### src/common/mem_stage_config.svh
`ifndef MEM_STAGE_CONFIG_SVH
`define MEM_STAGE_CONFIG_SVH

`define DATA_WIDTH      32
`define BYTE_ADDR_WIDTH 10
`define WORD_ADDR_WIDTH 8   // 256 words
`define REG_ADDR_WIDTH  5
`define OPCODE_WIDTH    8

// one-hot opcode bit positions
`define LOAD_WORD  0
`define STORE_WORD 1
`define RTYPE      2
`define ITYPE      3
`define JAL        4
`define JALR       5
`define LUI        6
`define AUIPC      7

// access size in funct3 encoding
`define F3_BYTE   3'd0
`define F3_HALF   3'd1
`define F3_WORD   3'd2
`define F3_BYTE_U 3'd4
`define F3_HALF_U 3'd5

`endif
### src/common/mem_stage_pkg.sv
package mem_stage_pkg;

`include "mem_stage_config.svh"

    localparam int BYTES_PER_WORD = `DATA_WIDTH / 8;
    localparam int BYTE_OFF_WIDTH = $clog2(BYTES_PER_WORD);
    localparam int DMEM_DEPTH     = 1 << `WORD_ADDR_WIDTH;
    localparam int FUNCT3_WIDTH   = 3;

    // data path
    typedef logic [`DATA_WIDTH-1:0] data_t;
    typedef logic [15:0]            half_t;
    typedef logic [7:0]             byte_t;

    // addressing
    typedef logic [`BYTE_ADDR_WIDTH-1:0] byte_addr_t;
    typedef logic [`WORD_ADDR_WIDTH-1:0] word_addr_t;
    typedef logic [BYTE_OFF_WIDTH-1:0]   byte_off_t;  // lane within a word
    typedef logic [BYTES_PER_WORD-1:0]   byte_en_t;

    // instruction side
    typedef logic [`REG_ADDR_WIDTH-1:0] reg_addr_t;   // x0 means no result
    typedef logic [`OPCODE_WIDTH-1:0]   opcode_t;     // one-hot
    typedef logic [FUNCT3_WIDTH-1:0]    funct3_t;

endpackage

### src/design/store_align.sv
`timescale 1ns/1ps

`include "mem_stage_config.svh"

module store_align import mem_stage_pkg::*; (
    input  funct3_t   funct3,
    input  byte_off_t offset,
    input  data_t     store_value,
    output data_t     aligned_data,
    output byte_en_t  byte_en
);

    byte_t low_byte;
    half_t low_half;

    assign low_byte = store_value[7:0];
    assign low_half = store_value[15:0];

    // replicate so every candidate lane carries the value
    always_comb begin
        case (funct3)
            `F3_BYTE, `F3_BYTE_U: begin
                aligned_data = {BYTES_PER_WORD{low_byte}};
            end
            `F3_HALF, `F3_HALF_U: begin
                aligned_data = {(BYTES_PER_WORD / 2){low_half}};
            end
            default: begin
                aligned_data = store_value;
            end
        endcase
    end

    always_comb begin
        case (funct3)
            `F3_BYTE, `F3_BYTE_U: begin
                byte_en = byte_en_t'(1) << offset;
            end
            `F3_HALF, `F3_HALF_U: begin
                // misaligned half drops to the lower boundary
                if (offset[1]) begin
                    byte_en = 4'b1100;
                end else begin
                    byte_en = 4'b0011;
                end
            end
            default: begin
                byte_en = '1;   // word ignores the offset
            end
        endcase
    end

endmodule

### config.mk
export PLATFORM = sky130hd
export DESIGN_NAME = store_align
export DESIGN_NICKNAME = d
export VERILOG_FILES = /design/src/common/mem_stage_pkg.sv /design/src/design/store_align.sv
export VERILOG_INCLUDE_DIRS = /design/src /design/src/common
export SDC_FILE = /design/constraint.sdc
export NUM_CORES = 1
export LEC_CHECK = 0
export BUFFER_PORTS_ARGS = -buffer_cell sky130_fd_sc_hd__buf_2
export CORE_MARGIN = 4
export CORE_UTILIZATION = 32
export DETAILED_ROUTE_END_ITERATION = 10
export PLACE_DENSITY = 0.9
export SYNTH_ARGS = -nofsm -noshare
export SYNTH_HDL_FRONTEND = slang
export SYNTH_SLANG_ARGS = --single-unit
### constraint.sdc
create_clock -name vclk -period 1.55
set_input_delay 0.31 -clock vclk [all_inputs]
set_output_delay 0.31 -clock vclk [all_outputs]
set_load 0.05 [all_outputs]
# Yosys cells after proc, flatten, opt, wreduce, memory -nomap -nowiden
# Cells that the tools add are included.
word_totals:
  ff_bits: 0
  in_bits: 37
  output_inout_bits: 36
  wordCells: 10
op_classes:
  n_shift: 1
  n_eq_ne: 3
  reduce_logical: 3
  mux: 3
ops:
  columns: ["operator", "count"]
  rows:
  - ["32-bit one-hot mux with 2 select lines", 1]
  - ["4-bit one-hot mux with 2 select lines", 1]
  - ["3-bit == test, second input constant", 2]
  - ["4-bit 2-to-1 mux", 1]
  - ["2-bit OR reduction", 2]
  - ["1-bit by 2-bit left shift with 4-bit output, first input constant", 1]
  - ["3-bit by 1-bit == test with 1-bit output, second input constant", 1]
  - ["3-bit zero test", 1]

# Longest topological paths before layout
depth:
  ltp_word: 3
  mapped_depth: 4
  depth_no_buf: 2

# Worst setup path before layout
# Ideal clock, no wire load.
synth_path:
  path_type: "input to output"
  start: "input port funct3[0]"
  end: "output port byte_en[1]"
  t_arrival_ps: 1243
  path_buffers: 1
  required_time_ps: 1240
  stages: 3
  slack_ps: -3
  path_cell_list: "buf_6 -> nor2_1 -> o21bai_1"
synth_between:
  elab_chain_cells: 3
  word_cells_on_any_way: 7
  classes_between: "3 x eq/ne; 1 x mux; 3 x reduce/logical"
synth_rtl:
  columns: ["element", "line_no", "text"]
  rows:
  - ["start, declared", "store_align.sv:6", "input funct3_t funct3,"]
  - ["3-bit by 1-bit == test with 1-bit output (tied with other cells)", "store_align.sv:35", "case (funct3)"]
  - ["2-bit OR reduction", "store_align.sv:35", null]
  - ["4-bit one-hot mux with 2 select lines *", "store_align.sv:35", null]
  - ["end, declared", "store_align.sv:10", "output byte_en_t byte_en"]
# Every way passes the cells marked *; elsewhere a longest branch is shown, timed or not.

# Worst setup path in the final report
layout_path:
  start: "input port funct3[1]"
  end: "output port aligned_data[11]"
layout_between:
  elab_chain_cells: 3
  word_cells_on_any_way: 7
  classes_between: "3 x eq/ne; 1 x mux; 3 x reduce/logical"
layout_rtl:
  columns: ["element", "line_no", "text"]
  rows:
  - ["3-bit by 1-bit == test with 1-bit output (tied with other cells)", "store_align.sv:21", "case (funct3)"]
  - ["2-bit OR reduction", "store_align.sv:21", null]
  - ["32-bit one-hot mux with 2 select lines *", "store_align.sv:21", null]
  - ["end, declared", "store_align.sv:9", "output data_t aligned_data,"]
# Marked as above.

==> results.md <==
* Status: finished clean
* Synth Instances at 60
* Die H at between 40 and 50 µm
* P_leak at about 0.00053 µW
* CP bufs+invs at 3
* Hold Path Stages at 2
* Post-synth cell types at 13
* Area leader, netlist: mux2_2
* Core area at 1540 µm²
* Critical path data required time at about 1.2 ns
* Period utilization at 97.4%
* FP Rows at 14
* Max Slew Vio Count at 0
* Register area share after synthesis at 0%
* Layout cells sized above 1 at 82.8%
* Clkbuf count at 0
* Synth warnings at 0
* Cts hold-fix bufs at 0
* Setup bufs post-CTS at 0
* Post-DR wirelength/cell at roughly 13 µm
* Final Hold Fails at 0
* Critical Path Fanout Max at 3
* Area delta synth->final at 76.5%
* CP max stage cell: mux2_2
* Num sequential at 0
* Fin cells at approximately 140
* Synth Net Count at between 90 and 100
* Antenna violations before repair at 0
* Commonest cells after routing, fill and taps aside: 64 x buf_2, 16 x mux2_2
* CP Cell Sequence: buf_2, nor2_4, buf_4, mux2_2, buf_6
* Initial Util at between 30% and 40%
* 1st-iter DRT viols at 3
* Post-Syn Area per Cell at 8.86 µm²
* Min-delay src: store_value[3]
* Placer Congestion at between 0.6 and 0.7
* Worst path top cell family by delay: buffers and inverters
* # port buffers at about 70
* Power Total at 528 µW
* Final setup vio count at 0
* Power per cell area at about 560 nW/µm²
* End of the worst hold path: aligned_data[3]
* Final Cell Area at 938 µm²
* All-Layer GR Usage at around 15%
* Critical path type: primary input to output pin
* Hold Crit Class: primary input to output pin
* Final nets at around 170
* Final hold slack at between 0.9 and 1 ns
* First-pass GRT wire length at 2.99 mm
* DR DRC count at 0
* Die area at ~2400 µm²
* Total grt overflow at 0
* Top cell type's share of synthesized area at between 30% and 40%
* RSZ-0062 raised after global routing: true
* Routed vias/inst at around 4.8
* Max-Cap Viols at 0
* FF/Latch Area at 0 µm²
* Synthesized cell area at 532 µm²
* Top post-synthesis cells by area: mux2_2 34%, mux2i_1 15%, o21ai_2 13%, buf_4 11%, buf_6 6.4%
* Minimum clock period at between 1.5 and 2 ns
* Maximum clock frequency at around 0.66 GHz
* Vias in the first global route at just under 700
* Worst setup EP type: output pin
* Most common cell after layout, fill and taps aside: buf_2
* Placed insts at ~140
* Io pins at between 70 and 80
* TNS Setup at 0 ns
* Slew HR at about 83%
* Fill count at approximately 140
* Post-DP Area at 888 µm²
* DRT antenna net count at 0
* Worst path arrival time at 1.20 ns
* Worst-Margin Slew at 0.257 ns
* DP Wirelength at 1.61 mm
* Vias at around 690
* Die W at 48.8 µm
* Multi-input logic area at ~420 µm²
* Setup crit start: funct3[1]
* Antenna diodes at 0
* Largest net degree at the start of global routing at 15
* Total Wirelength at around 1.9 mm
* Pre-antenna DRT Iters at 2
* VDD IR max at between 0.2 and 0.3 mV
* CP Launch Type: primary input
* CP max stage delay at 0.34 ns
kinds of logic (layout without fill, tap and decap cells):
logic type / after synthesis / in the layout / share of synthesized area, %
AND/OR/NAND/NOR: 11 / 11 / 11.1
AO/OA/AOI/OAI: 12 / 12 / 18.8
multiplexers: 24 / 24 / 48.9
buffers and inverters: 13 / 81 / 21.2
worst max-delay path by stage:
stage / depth (start not counted) / slack [ns] / to
2_1_floorplan: 3 / -0.003 / byte_en[1]
3_3_place_gp: 5 / -0.03 / aligned_data[15]
3_5_place_dp: 5 / -0.03 / aligned_data[12]
4_1_cts: 5 / 0.003 / aligned_data[14]
5_1_grt: 5 / -0.009 / aligned_data[9]
6_report: 5 / 0.04 / aligned_data[11]
cell type report:
cell class         instances  share of cell area [%]
inverters                  1                   0.400
multi-input cells         47                    44.7
well taps                 16                    2.13
repair buffers            80                    52.8
what timing repair did:
item / CTS / global route
setup endpoints to repair: 8 / 8
pin swaps: 0 / 1
resized for setup: 15 / 1
synthesized netlist by cell type:
master and count:
o21ai_2 8, nor2_1 1, mux2i_1 8, nand2_1 8
buf_6 3, a21o_1 2, buf_4 8, nand2b_4 1
inv_1 1, nor2_4 1, buf_8 1, o21bai_1 2
mux2_2 16
routing by layer:
metal	vias to the layer above	track usage [%]	wire length, µm
met5	-	0	0
met4	0	0	0
met3	0	3.37	229
met2	42	31.5	1100
met1	300	14.1	548
li1	345	-	-
power breakdown:
part / switching [µW] / internal, µW
Combinational: 352 / 175
Sequential: 0 / 0
Clock: 0 / 0
per-stage QoR:
step | util [%] | setup slack (ns)
2_1_floorplan | - | -0.00280
3_3_place_gp | 57.6 | -0.0251
3_5_place_dp | 57.6 | -0.0278
4_1_cts | 60.6 | 0.00315
5_1_grt | 60.9 | -0.00897
6_report | 60.9 | 0.0410
(Power assumes the default switching activity.)
