File: src/common/mem_stage_config.svh
`ifndef MEM_STAGE_CONFIG_SVH
`define MEM_STAGE_CONFIG_SVH

`define DATA_WIDTH      32
`define BYTE_ADDR_WIDTH 10
`define WORD_ADDR_WIDTH 8   // 256 words
`define REG_ADDR_WIDTH  5
`define OPCODE_WIDTH    8

// one-hot opcode bit positions
`define LOAD_WORD  0
`define STORE_WORD 1
`define RTYPE      2
`define ITYPE      3
`define JAL        4
`define JALR       5
`define LUI        6
`define AUIPC      7

// access size in funct3 encoding
`define F3_BYTE   3'd0
`define F3_HALF   3'd1
`define F3_WORD   3'd2
`define F3_BYTE_U 3'd4
`define F3_HALF_U 3'd5

`endif
File: src/common/mem_stage_pkg.sv
package mem_stage_pkg;

`include "mem_stage_config.svh"

    localparam int BYTES_PER_WORD = `DATA_WIDTH / 8;
    localparam int BYTE_OFF_WIDTH = $clog2(BYTES_PER_WORD);
    localparam int DMEM_DEPTH     = 1 << `WORD_ADDR_WIDTH;
    localparam int FUNCT3_WIDTH   = 3;

    // data path
    typedef logic [`DATA_WIDTH-1:0] data_t;
    typedef logic [15:0]            half_t;
    typedef logic [7:0]             byte_t;

    // addressing
    typedef logic [`BYTE_ADDR_WIDTH-1:0] byte_addr_t;
    typedef logic [`WORD_ADDR_WIDTH-1:0] word_addr_t;
    typedef logic [BYTE_OFF_WIDTH-1:0]   byte_off_t;  // lane within a word
    typedef logic [BYTES_PER_WORD-1:0]   byte_en_t;

    // instruction side
    typedef logic [`REG_ADDR_WIDTH-1:0] reg_addr_t;   // x0 means no result
    typedef logic [`OPCODE_WIDTH-1:0]   opcode_t;     // one-hot
    typedef logic [FUNCT3_WIDTH-1:0]    funct3_t;

endpackage

File: src/design/load_extend.sv
`timescale 1ns/1ps

`include "mem_stage_config.svh"

module load_extend import mem_stage_pkg::*; (
    input  logic       clk,
    input  logic       rst_n,
    input  logic       load_en,
    input  reg_addr_t  ld_rd_addr,
    input  funct3_t    ld_funct3,
    input  byte_off_t  ld_offset,
    input  data_t      rdata,
    output reg_addr_t  load_rd_addr,
    output data_t      load_rd_data
);

    reg_addr_t rd_q;
    funct3_t   funct3_q;
    byte_off_t offset_q;
    byte_t     sel_byte;
    half_t     sel_half;
    data_t     extended;

    // tag travels alongside the memory read
    always_ff @(posedge clk or negedge rst_n) begin
        if (!rst_n) begin
            rd_q     <= '0;
            funct3_q <= '0;
            offset_q <= '0;
        end else if (load_en) begin
            rd_q     <= ld_rd_addr;
            funct3_q <= ld_funct3;
            offset_q <= ld_offset;
        end else begin
            rd_q <= '0;   // no load this cycle
        end
    end

    assign sel_byte = rdata[8*offset_q +: 8];
    assign sel_half = offset_q[1] ? rdata[31:16] : rdata[15:0];

    always_comb begin
        case (funct3_q)
            `F3_BYTE:   extended = {{24{sel_byte[7]}}, sel_byte};
            `F3_HALF:   extended = {{16{sel_half[15]}}, sel_half};
            `F3_BYTE_U: extended = {24'd0, sel_byte};
            `F3_HALF_U: extended = {16'd0, sel_half};
            default:    extended = rdata;
        endcase
    end

    assign load_rd_addr = rd_q;
    assign load_rd_data = (rd_q == '0) ? '0 : extended;

endmodule

File: config.mk
export PLATFORM = sky130hd
export DESIGN_NAME = load_extend
export DESIGN_NICKNAME = d
export VERILOG_FILES = /design/src/common/mem_stage_pkg.sv /design/src/design/load_extend.sv
export VERILOG_INCLUDE_DIRS = /design/src /design/src/common
export SDC_FILE = /design/constraint.sdc
export NUM_CORES = 1
export LEC_CHECK = 0
export ABC_AREA = 1
export BUFFER_PORTS_ARGS = -buffer_cell sky130_fd_sc_hd__buf_4
export CORE_MARGIN = 1.5
export CORE_UTILIZATION = 25
export DETAILED_ROUTE_END_ITERATION = 8
export GPL_ROUTABILITY_DRIVEN = 1
export PLACE_DENSITY_LB_ADDON = 0.1
export RECOVER_POWER = 100
export SLEW_MARGIN = 20
export SYNTH_ARGS = -nofsm -noshare
export SYNTH_HDL_FRONTEND = slang
export SYNTH_SLANG_ARGS = --single-unit
File: constraint.sdc
create_clock -name clk -period 1.46 [get_ports clk]
set_input_delay 0.146 -clock clk [delete_from_list [all_inputs] [get_ports clk]]
set_output_delay 0.146 -clock clk [all_outputs]
set_load 0.03 [all_outputs]
**Word level (Yosys, flattened, before mapping)**

Cells that the tools add are included.

- Output and inout port bits: 37
- Register bits after elaboration: 10
- Input bits: 45
- Word-level logic and storage cells: 13

- Reduce and logical (&&, ||, !) cells: 2
- Equality and inequality tests: 3
- Muxes and demuxes: 4
- Shift-type cells: 1

Operator list:

| operator | number |
|---|---|
| one-hot mux 32 bit (4 select lines) | 1 |
| two-way mux 32 bit | 1 |
| variable part select 32 x 6 -> 8 bit | 1 |
| two-way mux 16 bit | 1 |
| == test 3 bit, second input constant | 2 |
| zero test 5 bit | 1 |
| two-way mux 5 bit | 1 |
| == test 3 x 1 -> 1 bit, second input constant | 1 |
| zero test 3 bit | 1 |

**Longest topological paths before layout**

- Word-level depth: 3
- Gate-level depth with buffers: 10
- Depth with buffers taken out: 8

**Worst setup path before layout**

OpenSTA, ideal clock, no wires.

- Kind: register to output
- Start point: register rd_q[3], in the netlist load_rd_addr[3]
- End point: output port load_rd_data[13]
- Arrival: 1614 ps
- Data required time: 1314 ps
- Buffers on the path: 1
- Stages on the path, launching flop included: 6
- Setup slack: -300 ps
- Path through: dfrtp_1 nor3_1 nand2_1 clkbuf_1 o21ai_0 a21oi_1

- Longest elaborated chain between the ends: 2

RTL lines:

| item | RTL line | source |
|---|---|---|
| start: declaration | load_extend.sv:17 | `reg_addr_t rd_q;` |
| start signal: assignment | load_extend.sv:31 | `rd_q <= ld_rd_addr;` |
| zero test 5 bit | load_extend.sv:53 | `assign load_rd_data = (rd_q == '0) ? '0 : extended;` |
| two-way mux 32 bit | load_extend.sv:53 |  |
| end: declaration | load_extend.sv:14 | `output data_t load_rd_data` |

Every way passes these cells.

**Worst setup path in the final report**

- Start point: register offset_q[1]
- End point: output port load_rd_data[26]

- Longest elaborated chain between the ends: 3
- Elaborated cells between the ends (all ways): 4
- Those cells by class: shift: 1; mux: 3

RTL lines:

| item | RTL line | source |
|---|---|---|
| start: declaration | load_extend.sv:19 | `byte_off_t offset_q;` |
| start signal: assignment | load_extend.sv:33 | `offset_q <= ld_offset;` |
| variable part select 32 x 6 -> 8 bit or two-way mux 16 bit (tied branches) | load_extend.sv:39, load_extend.sv:40 |  |
| one-hot mux 32 bit (4 select lines) * | load_extend.sv:43 | `case (funct3_q)` |
| two-way mux 32 bit * | load_extend.sv:53 |  |

Every way passes the cells marked *; elsewhere a longest branch is shown, timed or not.

==> results.md <==
* CP Class: flop to output port
* Largest net degree at the start of global routing at 15
* Failing checks: negative setup slack
* Gpl congestion at 0.819
* CTS H-tree lvls at 1
* Run status: complete, but fails checks
* Placed instance count at 339
* Worst EP required at 1.31 ns
* Finished Layout Cells at 346
* Post-DRT Antenna Nets at 0
* Total power per unit cell area at 894 nW/µm²
* Post-synth cell types at 23
* Vias at 1572
* Max cap viols at 0
* Clock Skews at 0 ns
* Clock sink count at 10
* Fmax at 0.575 GHz
* Die width at 71.9 µm
* CP Buf/Inv Count at 2
* Post-route setup slack at -0.279 ns
* Unrepaired setup endpoints after global routing: yes
* Yosys warnings at 0
* Reg2reg setup slack at 0.41 ns
* CP Capture Type: output port
* Fillers at 457
* Routed WL per cell at 11.7 µm
* FF+latch count, synth at 10
* Avg Cell Area, Syn at 6.22 µm²
* Overflow after GRT at 0
* Final-report setup violation count at 32
* Critical Path Fanout Max at 8
* Starting Density at 26.5%
* Crit-path cells: nand2_2 -> nand2_2 -> a21oi_4 -> nand2_2 -> nand2_4 -> buf_12 -> nor2_4 -> buf_6
* Total power at 2.02 mW
* Initial antenna violation count at 0
* TritonCTS Buffers at 3
* Die Ht at 71.9 µm
* Clock latency on the worst-skew pair at 0.23 ns
* CTS tree: yes
* Final hold slack at 0.0968 ns
* Syn nets at 236
* Mapped Area at 1190 µm²
* # nets final at 340
* First-pass GRT wire length at 6.62 mm
* Layout cell share with drive strength beyond 1 at 54.4%
* Vias in the first global route at 1443
* DRC at 0
* Clock-pin slew on the worst setup and hold paths at 0.05 ns
* CP max stage cell: dfrtp_2
* Startpoint Class: flop
* P_leak at 1.14 nW
* Starting DRT DRC Count at 57
* Antenna cells at 0
* Worst Path Arrival at 1.59 ns
* Post-DP HPWL at 3.30 mm
* Ports at 82
* Fin. Hold Viols at 0
* Clock Tree Root: clkbuf_8
* Worst min-delay path class: primary input to flop
* Multi-input gate area at 922 µm²
* Worst Tran Pin Value at 0.528 ns
* Die ar. at 5170 µm²
* Most used cell, CP: nand2_2
* CORE AREA at 4470 µm²
* Avg Vias per Cell at 4.54
* Clock Path Buffers at 2
* Number of port buffers at 81
* Tcrit/Tclk final at 119%
* Minimum clock period at 1.74 ns
* DRT Wirelength at 4.04 mm
* Relative slew slack at 64.8%
* FP Rows at 24
* VDD IR-drop max at 0.574 mV
* Total GRT Usage at 15.6%
* Final Max Tran Viols at 0
* Pre-antenna DRT Iters at 4
* Top delay family on crit path: flip-flops
* Area grow syn2layout at 90.3%
* Slowest stage delay, CP at 0.47 ns
* Seq/Total Area, Yosys at 21.1%
* Cells after Synth at 191
* Reg area at 258 µm²
[cells by family after synthesis]
kind of cell,Yosys count,share of synthesized area [%]
buf+inv,24,10.4
simple gates,112,48.5
flops,10,21.1
compound gates,44,19.1
mux,1,0.948
[synthesized netlist by cell type]
master	number	share of area, %
a21oi_1	9	3.8
a21oi_2	1	0.74
buf_12	1	1.7
buf_2	4	1.7
buf_6	1	0.95
clkbuf_1	5	1.6
dfrtp_1	10	21
inv_1	10	3.2
inv_2	2	0.63
inv_6	1	0.74
mux2_2	1	0.95
nand2_1	35	11
nand2_2	3	1.6
nand2_4	4	3.8
nand3_1	9	3.8
nand3_2	1	0.84
nand3_4	1	1.5
nand4_1	1	0.53
nor2_1	46	15
nor2_4	11	10
nor3_1	1	0.42
o211ai_1	1	0.63
o21ai_0	33	14
[layout make-up]
type / count / area share [%]
multi-input cells: 157 / 40.8
repair buffers: 110 / 40.1
flip-flops and latches: 10 / 11.4
well taps: 52 / 2.88
clock buffers: 4 / 2.44
inverters: 13 / 2.38
[power breakdown]
group	switching (mW)	internal (mW)	total (mW)
Combinational	0.773	0.587	1.36
Clock	0.102	0.236	0.338
Sequential	0.0224	0.300	0.322
Total	0.897	1.12	2.02
[stage by stage]
| step | cell area, µm² | TNS [ns] | util, % | setup WS [ns] |
|---|---|---|---|---|
| after floorplan | 1230 | -0.988 | - | -0.0818 |
| after global placement | 2050 | -1.69 | 45.8 | -0.110 |
| after detailed placement | 2050 | -1.55 | 45.8 | -0.109 |
| after CTS | 2240 | -6.69 | 50.1 | -0.263 |
| after global routing | 2260 | -9.70 | 50.5 | -0.361 |
| final | 2260 | -6.77 | 50.5 | -0.279 |
[routing by layer]
metal	GRT usage, %	routed length [µm]	vias to the layer above
met5	0	0	-
met4	2.73	29	0
met3	1.53	234	4
met2	27.7	2000	60
met1	20.9	1770	687
li1	-	-	821
[registers in the layout (all words and copies together) (netlist names)]
signal	cells
funct3_q	3
load_rd_addr	5
offset_q	2
[path summary, 6_finish.rpt]
kind,start,end,cells past startpoint
max in group asynchronous,rst_n,offset_q[1],2
setup / recovery,offset_q[1],load_rd_data[26],8
setup reg to reg,funct3_q[1],funct3_q[1],4
hold / removal,ld_rd_addr[0],load_rd_addr[0],3
hold reg to reg,funct3_q[0],funct3_q[0],2
min in group asynchronous,rst_n,load_rd_addr[1],2
[placed cells by master (no fill, tap or decap)]
master	netlist	routed
a21oi_1	9	3
a21oi_2	1	5
a21oi_4	0	2
buf_12	1	2
buf_4	0	79
buf_6	1	21
clkbuf_1	5	7
clkbuf_8	0	4
dfrtp_1	10	4
dfrtp_2	0	6
dlygate4sd3_1	0	1
inv_1	10	10
inv_2	2	2
inv_6	1	1
mux2_2	1	1
nand2_1	35	31
nand2_2	3	6
nand2_4	4	5
nand3_1	9	6
nand3_2	1	3
nand3_4	1	2
nand4_1	1	1
nor2_1	46	38
nor2_2	0	7
nor2_4	11	12
nor3_2	0	1
o211ai_1	1	1
o21ai_0	33	22
o21ai_1	0	10
o21ai_2	0	1
[worst min-delay path: cells and delay by family]
family,cells,cell delay (ns)
buffers and inverters,2,0.11
AND/OR/NAND/NOR,1,0.04
[what timing repair did]
item / CTS / global route
cloned: 1 / 0
setup buffers: 1 / 0
pin swaps: 8 / 0
resized for setup: 37 / 16
hold buffers: 1 / 0
endpoints found under the setup margin: 32 / 32
endpoints found under the hold margin: 10 / 0
No activity file was read; power rests on OpenSTA's default activity.
