File: src/common/mem_stage_config.svh
`ifndef MEM_STAGE_CONFIG_SVH
`define MEM_STAGE_CONFIG_SVH

`define DATA_WIDTH      32
`define BYTE_ADDR_WIDTH 10
`define WORD_ADDR_WIDTH 8   // 256 words
`define REG_ADDR_WIDTH  5
`define OPCODE_WIDTH    8

// one-hot opcode bit positions
`define LOAD_WORD  0
`define STORE_WORD 1
`define RTYPE      2
`define ITYPE      3
`define JAL        4
`define JALR       5
`define LUI        6
`define AUIPC      7

// access size in funct3 encoding
`define F3_BYTE   3'd0
`define F3_HALF   3'd1
`define F3_WORD   3'd2
`define F3_BYTE_U 3'd4
`define F3_HALF_U 3'd5

`endif
File: src/common/mem_stage_pkg.sv
package mem_stage_pkg;

`include "mem_stage_config.svh"

    localparam int BYTES_PER_WORD = `DATA_WIDTH / 8;
    localparam int BYTE_OFF_WIDTH = $clog2(BYTES_PER_WORD);
    localparam int DMEM_DEPTH     = 1 << `WORD_ADDR_WIDTH;
    localparam int FUNCT3_WIDTH   = 3;

    // data path
    typedef logic [`DATA_WIDTH-1:0] data_t;
    typedef logic [15:0]            half_t;
    typedef logic [7:0]             byte_t;

    // addressing
    typedef logic [`BYTE_ADDR_WIDTH-1:0] byte_addr_t;
    typedef logic [`WORD_ADDR_WIDTH-1:0] word_addr_t;
    typedef logic [BYTE_OFF_WIDTH-1:0]   byte_off_t;  // lane within a word
    typedef logic [BYTES_PER_WORD-1:0]   byte_en_t;

    // instruction side
    typedef logic [`REG_ADDR_WIDTH-1:0] reg_addr_t;   // x0 means no result
    typedef logic [`OPCODE_WIDTH-1:0]   opcode_t;     // one-hot
    typedef logic [FUNCT3_WIDTH-1:0]    funct3_t;

endpackage

File: src/common/dmem_if.sv
`timescale 1ns/1ps

interface dmem_if import mem_stage_pkg::*; ();

    logic       load_en;
    word_addr_t load_addr;

    logic       store_en;
    word_addr_t store_addr;
    data_t      store_data;      // already on its byte lanes
    byte_en_t   store_byte_en;

    modport requester (
        output load_en,
        output load_addr,
        output store_en,
        output store_addr,
        output store_data,
        output store_byte_en
    );

    modport memory (
        input load_en,
        input load_addr,
        input store_en,
        input store_addr,
        input store_data,
        input store_byte_en
    );

endinterface

File: src/design/treat_data.sv
`timescale 1ns/1ps

`include "mem_stage_config.svh"

module treat_data import mem_stage_pkg::*; (
    input  logic         clk,
    input  logic         rst_n,
    input  logic         ce,
    input  logic         pending_request,
    input  opcode_t      opcode,
    input  funct3_t      funct3,
    input  byte_addr_t   mem_addr,
    input  data_t        aligned_data,
    input  byte_en_t     byte_en,
    input  reg_addr_t    rd_addr,
    input  data_t        alu_value,
    dmem_if.requester    dmem,
    output reg_addr_t    ld_rd_addr,
    output funct3_t      ld_funct3,
    output byte_off_t    ld_offset,
    output reg_addr_t    alu_rd_addr,
    output data_t        alu_rd_data
);

    logic       op_load;
    logic       op_store;
    logic       op_alu;
    logic       mem_ok;
    word_addr_t word_addr;

    assign op_load  = opcode[`LOAD_WORD];
    assign op_store = opcode[`STORE_WORD];
    assign op_alu   = opcode[`RTYPE] | opcode[`ITYPE] | opcode[`JAL]
                    | opcode[`JALR] | opcode[`LUI] | opcode[`AUIPC];

    assign mem_ok    = ce && !pending_request;   // stall drops the access
    assign word_addr = mem_addr[BYTE_OFF_WIDTH +: `WORD_ADDR_WIDTH];

    always_ff @(posedge clk or negedge rst_n) begin
        if (!rst_n) begin
            dmem.load_en       <= 1'b0;
            dmem.load_addr     <= '0;
            dmem.store_en      <= 1'b0;
            dmem.store_addr    <= '0;
            dmem.store_data    <= '0;
            dmem.store_byte_en <= '0;
            ld_rd_addr         <= '0;
            ld_funct3          <= '0;
            ld_offset          <= '0;
            alu_rd_addr        <= '0;
            alu_rd_data        <= '0;
        end else begin
            // strobes and writeback are single-cycle
            dmem.load_en  <= 1'b0;
            dmem.store_en <= 1'b0;
            alu_rd_addr   <= '0;
            alu_rd_data   <= '0;
            if (mem_ok && op_load) begin
                dmem.load_en   <= 1'b1;
                dmem.load_addr <= word_addr;
                ld_rd_addr     <= rd_addr;
                ld_funct3      <= funct3;
                ld_offset      <= mem_addr[BYTE_OFF_WIDTH-1:0];
            end else if (mem_ok && op_store) begin
                dmem.store_en      <= 1'b1;
                dmem.store_addr    <= word_addr;
                dmem.store_data    <= aligned_data;
                dmem.store_byte_en <= byte_en;
            end else if (op_alu) begin
                alu_rd_addr <= rd_addr;   // ce not required here
                alu_rd_data <= alu_value;
            end else begin
                dmem.load_addr     <= '0;
                dmem.store_addr    <= '0;
                dmem.store_data    <= '0;
                dmem.store_byte_en <= '0;
                ld_rd_addr         <= '0;
                ld_funct3          <= '0;
                ld_offset          <= '0;
            end
        end
    end

endmodule

File: src/flat_wrapper.sv
// flat-port wrapper written by rule: the top's interface ports become plain ports
module treat_data_flat import mem_stage_pkg::*;
  (clk, rst_n, ce, pending_request, opcode, funct3, mem_addr, aligned_data, byte_en, rd_addr, alu_value, ld_rd_addr, ld_funct3, ld_offset, alu_rd_addr, alu_rd_data, dmem_load_en, dmem_load_addr, dmem_store_en, dmem_store_addr, dmem_store_data, dmem_store_byte_en);
  dmem_if dmem_i ();
  input  logic clk;
  input  logic rst_n;
  input  logic ce;
  input  logic pending_request;
  input  opcode_t opcode;
  input  funct3_t funct3;
  input  byte_addr_t mem_addr;
  input  data_t aligned_data;
  input  byte_en_t byte_en;
  input  reg_addr_t rd_addr;
  input  data_t alu_value;
  output reg_addr_t ld_rd_addr;
  output funct3_t ld_funct3;
  output byte_off_t ld_offset;
  output reg_addr_t alu_rd_addr;
  output data_t alu_rd_data;
  output wire logic [$bits(dmem_i.load_en)-1:0] dmem_load_en;
  output wire logic [$bits(dmem_i.load_addr)-1:0] dmem_load_addr;
  output wire logic [$bits(dmem_i.store_en)-1:0] dmem_store_en;
  output wire logic [$bits(dmem_i.store_addr)-1:0] dmem_store_addr;
  output wire logic [$bits(dmem_i.store_data)-1:0] dmem_store_data;
  output wire logic [$bits(dmem_i.store_byte_en)-1:0] dmem_store_byte_en;
  assign dmem_load_en = dmem_i.load_en;
  assign dmem_load_addr = dmem_i.load_addr;
  assign dmem_store_en = dmem_i.store_en;
  assign dmem_store_addr = dmem_i.store_addr;
  assign dmem_store_data = dmem_i.store_data;
  assign dmem_store_byte_en = dmem_i.store_byte_en;
  treat_data u_core (.clk(clk), .rst_n(rst_n), .ce(ce), .pending_request(pending_request), .opcode(opcode), .funct3(funct3), .mem_addr(mem_addr), .aligned_data(aligned_data), .byte_en(byte_en), .rd_addr(rd_addr), .alu_value(alu_value), .dmem(dmem_i), .ld_rd_addr(ld_rd_addr), .ld_funct3(ld_funct3), .ld_offset(ld_offset), .alu_rd_addr(alu_rd_addr), .alu_rd_data(alu_rd_data));
endmodule
File: config.mk
export PLATFORM = sky130hd
export DESIGN_NAME = treat_data_flat
export DESIGN_NICKNAME = d
export VERILOG_FILES = /design/src/common/mem_stage_pkg.sv /design/src/common/dmem_if.sv /design/src/design/treat_data.sv /design/src/flat_wrapper.sv
export VERILOG_INCLUDE_DIRS = /design/src /design/src/common
export SDC_FILE = /design/constraint.sdc
export NUM_CORES = 1
export LEC_CHECK = 0
export ABC_AREA = 1
export BUFFER_PORTS_ARGS = -buffer_cell sky130_fd_sc_hd__buf_2
export CORE_MARGIN = 5
export CORE_UTILIZATION = 48
export DETAILED_ROUTE_END_ITERATION = 10
export MAX_ROUTING_LAYER = met4
export PLACE_DENSITY = 0.84
export SKIP_CTS_REPAIR_TIMING = 1
export SLEW_MARGIN = 20
export SYNTH_ARGS = -nofsm -noshare
export SYNTH_HDL_FRONTEND = slang
export SYNTH_SLANG_ARGS = --single-unit
File: constraint.sdc
create_clock -name clk -period 0.85 [get_ports clk]
set_input_delay 0.1275 -clock clk [delete_from_list [all_inputs] [get_ports clk]]
set_output_delay 0.1275 -clock clk [all_outputs]
set_load 0.03 [all_outputs]
# Word level (Yosys, flattened, before mapping)
# Index checks and enable logic that the tools add are counted.
dict set report word_totals {
  regBits 101
  word_cells 52
  output_inout_bits 101
  in_bits 98
  memories 0
  rom_bits 0
  latch_bits 0
  ramBits 0
}
dict set report op_classes {
  n_mux 26
  n_mul 0
  n_bitwise 6
  magnitude_cmp 0
  reduce_logical 6
  shifts 0
  eq_ne 3
  add_sub_neg 0
  div 0
}
# cell count
set ops {}
lappend ops {{2-to-1 mux 32 bit} 5}
lappend ops {{2-to-1 mux 8 bit} 4}
lappend ops {{2-to-1 mux 5 bit} 6}
lappend ops {{2-to-1 mux 3 bit} 3}
lappend ops {{2-to-1 mux 4 bit} 2}
lappend ops {{2-to-1 mux 2 bit} 3}
lappend ops {{OR 1 bit} 5}
lappend ops {{!= test 2 bit (second input constant)} 2}
lappend ops {{AND reduction 2 bit} 2}
lappend ops {{logical AND 1 bit} 3}
lappend ops {{2-to-1 mux 1 bit} 3}
lappend ops {{!= test 2 x 1 -> 1 bit (second input constant)} 1}
lappend ops {{zero test 1 bit} 1}
lappend ops {{NOT 1 bit} 1}

# Depth between registers and ports, before layout
dict set report logic_depth {
  ltp_word 8
  ltp_mapped 7
  ltp_nobuf 6
}

# Worst setup path before layout
# Ideal clock, no wire load.
dict set report synth_timing {
  path_kind {input port to flip-flop}
  start {input port opcode[5]}
  end {register u_core.dmem.load_addr[5]}
  arrival_time_ps 785
  path_stages 5
  n_path_buf 1
  setup_time_ps 119
  t_required_ps 731
  path_slack_ps -54
  cell_sequence {nor2_1 -> nand4_2 -> buf_4 -> nand3_1 -> nand2_1}
}
dict set report synth_between {
  elab_chain_len 5
}
# item line_no
set synth_rtl {}
lappend synth_rtl {{start: declaration} flat_wrapper.sv:9} ;# input opcode_t opcode;
lappend synth_rtl {{OR 1 bit (3 in a row)} treat_data.sv:33} ;# assign op_alu = opcode[`RTYPE] | opcode[`ITYPE] | opcode[`JAL]
lappend synth_rtl {{!= test 2 bit (no source line)} n/a}
lappend synth_rtl {{AND reduction 2 bit (no source line)} n/a}
lappend synth_rtl {{end signal: assignment} treat_data.sv:60} ;# dmem.load_addr <= word_addr;
lappend synth_rtl {{end: declaration} dmem_if.sv:15} ;# output load_addr,
# Every way passes these cells.
# A chain may end at the register's enable or synchronous reset.

# Worst setup path in the final report
dict set report layout_timing {
  start {register u_core.alu_rd_data[17]}
  end {output port alu_rd_data[17]}
}
# item line_no
set layout_lines {}
lappend layout_lines {{start: declaration} treat_data.sv:22} ;# output data_t alu_rd_data
lappend layout_lines {{start signal: assignment} treat_data.sv:71} ;# alu_rd_data <= alu_value;
lappend layout_lines {{end: declaration} flat_wrapper.sv:20} ;# output data_t alu_rd_data;
# No word-level cell between the ends.

==> flow_summary.ini <==
[status]
outcome = finished with violations
violations = hold timing, setup timing

[power_and_ir_drop]
leakage_nw = 3.58
ir_worst_vdd_v = 0.00172
power.density_nw_per_um2 = 1950

[floorplanning]
design.core.area_sq_um = 7770
start_util = 0.494
num_io_pins = 199
fp.dieW_microns = 99.4
die_area_sq_um = 9880
rows = 32
die_height_microns = 99.4

[run]
maxCapViolations = 0

[critical_path]
crit_buf_inv = 1
r2r_slack_ps = 10
arrival_ps = 970
cp_cell_sequence = buf_6
slowest_delay_ps = 440
required_ps = 720
startpoint_type = register
critPathKind = register to output pin
critPathSlowestCell = dfrtp_1
cp_top_family = flip-flops
crit_path_end_kind = output pin
path_max_fanout = 1

[cts]
numCtsBuffers = 9
cts_tree = built
htreeDepth = 3
path_clk_slew_ps = 110
clock-root-buffer = clkbuf_8
cts_buffer_depth = 2
clk_latency_ps = 350
cts.sinks = 101

[timing]
worst_pin_slew_ps = 343
rsz0062_at_grt = yes
tns_ps = -18050
final.period_utilization = 1.29
slew_headroom = 0.771
fin_skew_ps = 0
setup_ws_ps = -245
timing.fmax_ghz = 0.913
setup_viol = 102
hold_slack_ps = -19.3
drv_slew = 0
period_minus_slack_ps = 1090
hold_violations = 6

[placement]
pre_cts_ws_ps = -291
gp_congestion = 0.868
dpl_cell_area_sq_um = 4980
dpl.hpwl_mm = 7.73
portBuffers = 198

[drt]
wire_per_inst_microns = 18.3
drt_pre_antenna_iters = 7
wirelength_mm = 14.4
detail-route-antenna-nets = 0
viasPerCell = 4.95
drt_iter0_markers = 176
vias = 3886
drcViolationCount = 0

[finish]
final_util = 0.843
num-nets-final = 776
fin_area_sq_um = 6550
diodes = 0
layout-drive-gt1-share = 0.385
area_growth_pct = 70.7
fillCellCount = 376

[global_route]
grt_overflow = 0
grt_pass1_vias = 3362
grt_pass1_wl_mm = 16.0
antenna_found_initial = 0
grt_use_total = 0.209
grt_max_degree = 65

[logic_synthesis]
synth-simple-area-share = 0.283
ys_types = 15
async_reset_ff_frac = 1.00
yosysTopAreaCell = dfrtp_1
yosysSeqAreaShare = 0.659
synth_compound_area_frac = 0
yosys.area_share.adder = 0
synthMuxAreaShare = 0
ys_warn_count = 0
synthesis.nets = 491
synth_top_family_by_area = simple AND/OR/NAND/NOR gates
synth.area.top_cells = dfrtp_1 (66%), nand2_1 (20%), buf_6 (4.7%)
syn_inst = 393
synth-edff-count = 0
synth.top_cell.area_share = 0.659
syn_avg_cell_area_sq_um = 9.76
ys_ff_latch = 101
synth_ff_type = dfrtp_1
netlist_area_sq_um = 3840
synthXorXnorAreaFrac = 0
yosys.cell_count.top_type = nand2_1
yosys-top-cells-count = nand2_1 (204), dfrtp_1 (101), nor2_1 (39)

[worst_hold_path]
hold_path.class = input port to register
[routing by layer]
metal / global-route usage / routed length, microns / vias to the layer above / part of all wire
met1: 0.254 / 4720 / 1849 / 0.33
met2: 0.349 / 7900 / 217 / 0.55
met5: - / 0 / - / 0
li1: - / - / 1761 / -
met4: 0.0756 / 824 / 0 / 0.057
met3: 0.0428 / 933 / 59 / 0.065
[cells by family (layout without fill, tap and decap cells)]
| logic type | Yosys count | in the layout |
|---|---|---|
| simple gates | 270 | 270 |
| flops | 101 | 101 |
| buf+inv | 22 | 312 |
[where the power goes]
part	switching (mW)	internal (mW)	total, mW
logic	2.26	1.88	4.14
clock network	1.76	1.09	2.85
registers	0.442	5.37	5.81
total	4.46	8.34	12.8
[cell usage in the layout (no fill, tap or decap), drive strengths merged]
cell type,instances
buf,234
nand2,207
clkbuf,10
dfrtp,101
nand3,21
clkinvlp,4
nor2,41
dlygate4sd3,60
nand4,1
inv,4
[sequential cells by signal (all words and copies together), names as in the netlist]
register / flops
u_core.alu_rd_data: 32
u_core.dmem.store_data: 32
u_core.dmem.load_addr: 8
u_core.dmem.store_addr: 8
u_core.alu_rd_addr: 5
u_core.ld_rd_addr: 5
u_core.dmem.store_byte_en: 4
u_core.ld_funct3: 3
u_core.ld_offset: 2
u_core.dmem.load_en: 1
u_core.dmem.store_en: 1
[path summary, 6_finish.rpt]
kind / cells after the start / from / end
setup / recovery: 1 / u_core.alu_rd_data[17] / alu_rd_data[17]
hold / removal: 3 / funct3[0] / u_core.ld_funct3[0]
setup reg to reg: 3 / u_core.dmem.store_addr[5] / u_core.dmem.store_addr[5]
hold reg to reg: 2 / u_core.dmem.store_data[4] / u_core.dmem.store_data[4]
max in group asynchronous: 3 / rst_n / u_core.dmem.store_data[15]
min in group asynchronous: 3 / rst_n / u_core.alu_rd_addr[0]
[through the flow]
stage                     power (mW)  cells
after floorplan                 7.48    393
after global placement          8.55    687
after detailed placement        8.64    687
after CTS                       11.4    703
after global routing            13.3    785
final                           12.8    785
[final cells by class]
class | count | area, sq um | share of cell area
clock buffers | 10 | 128 | 0.0195
clock inverters | 6 | 47.5 | 0.00726
inverters | 2 | 7.51 | 0.00115
multi-input cells | 270 | 1130 | 0.172
flip-flops and latches | 101 | 2530 | 0.386
well taps | 102 | 128 | 0.0195
repair buffers | 294 | 2580 | 0.395
Note: power is estimated with default switching activity, not from simulation.
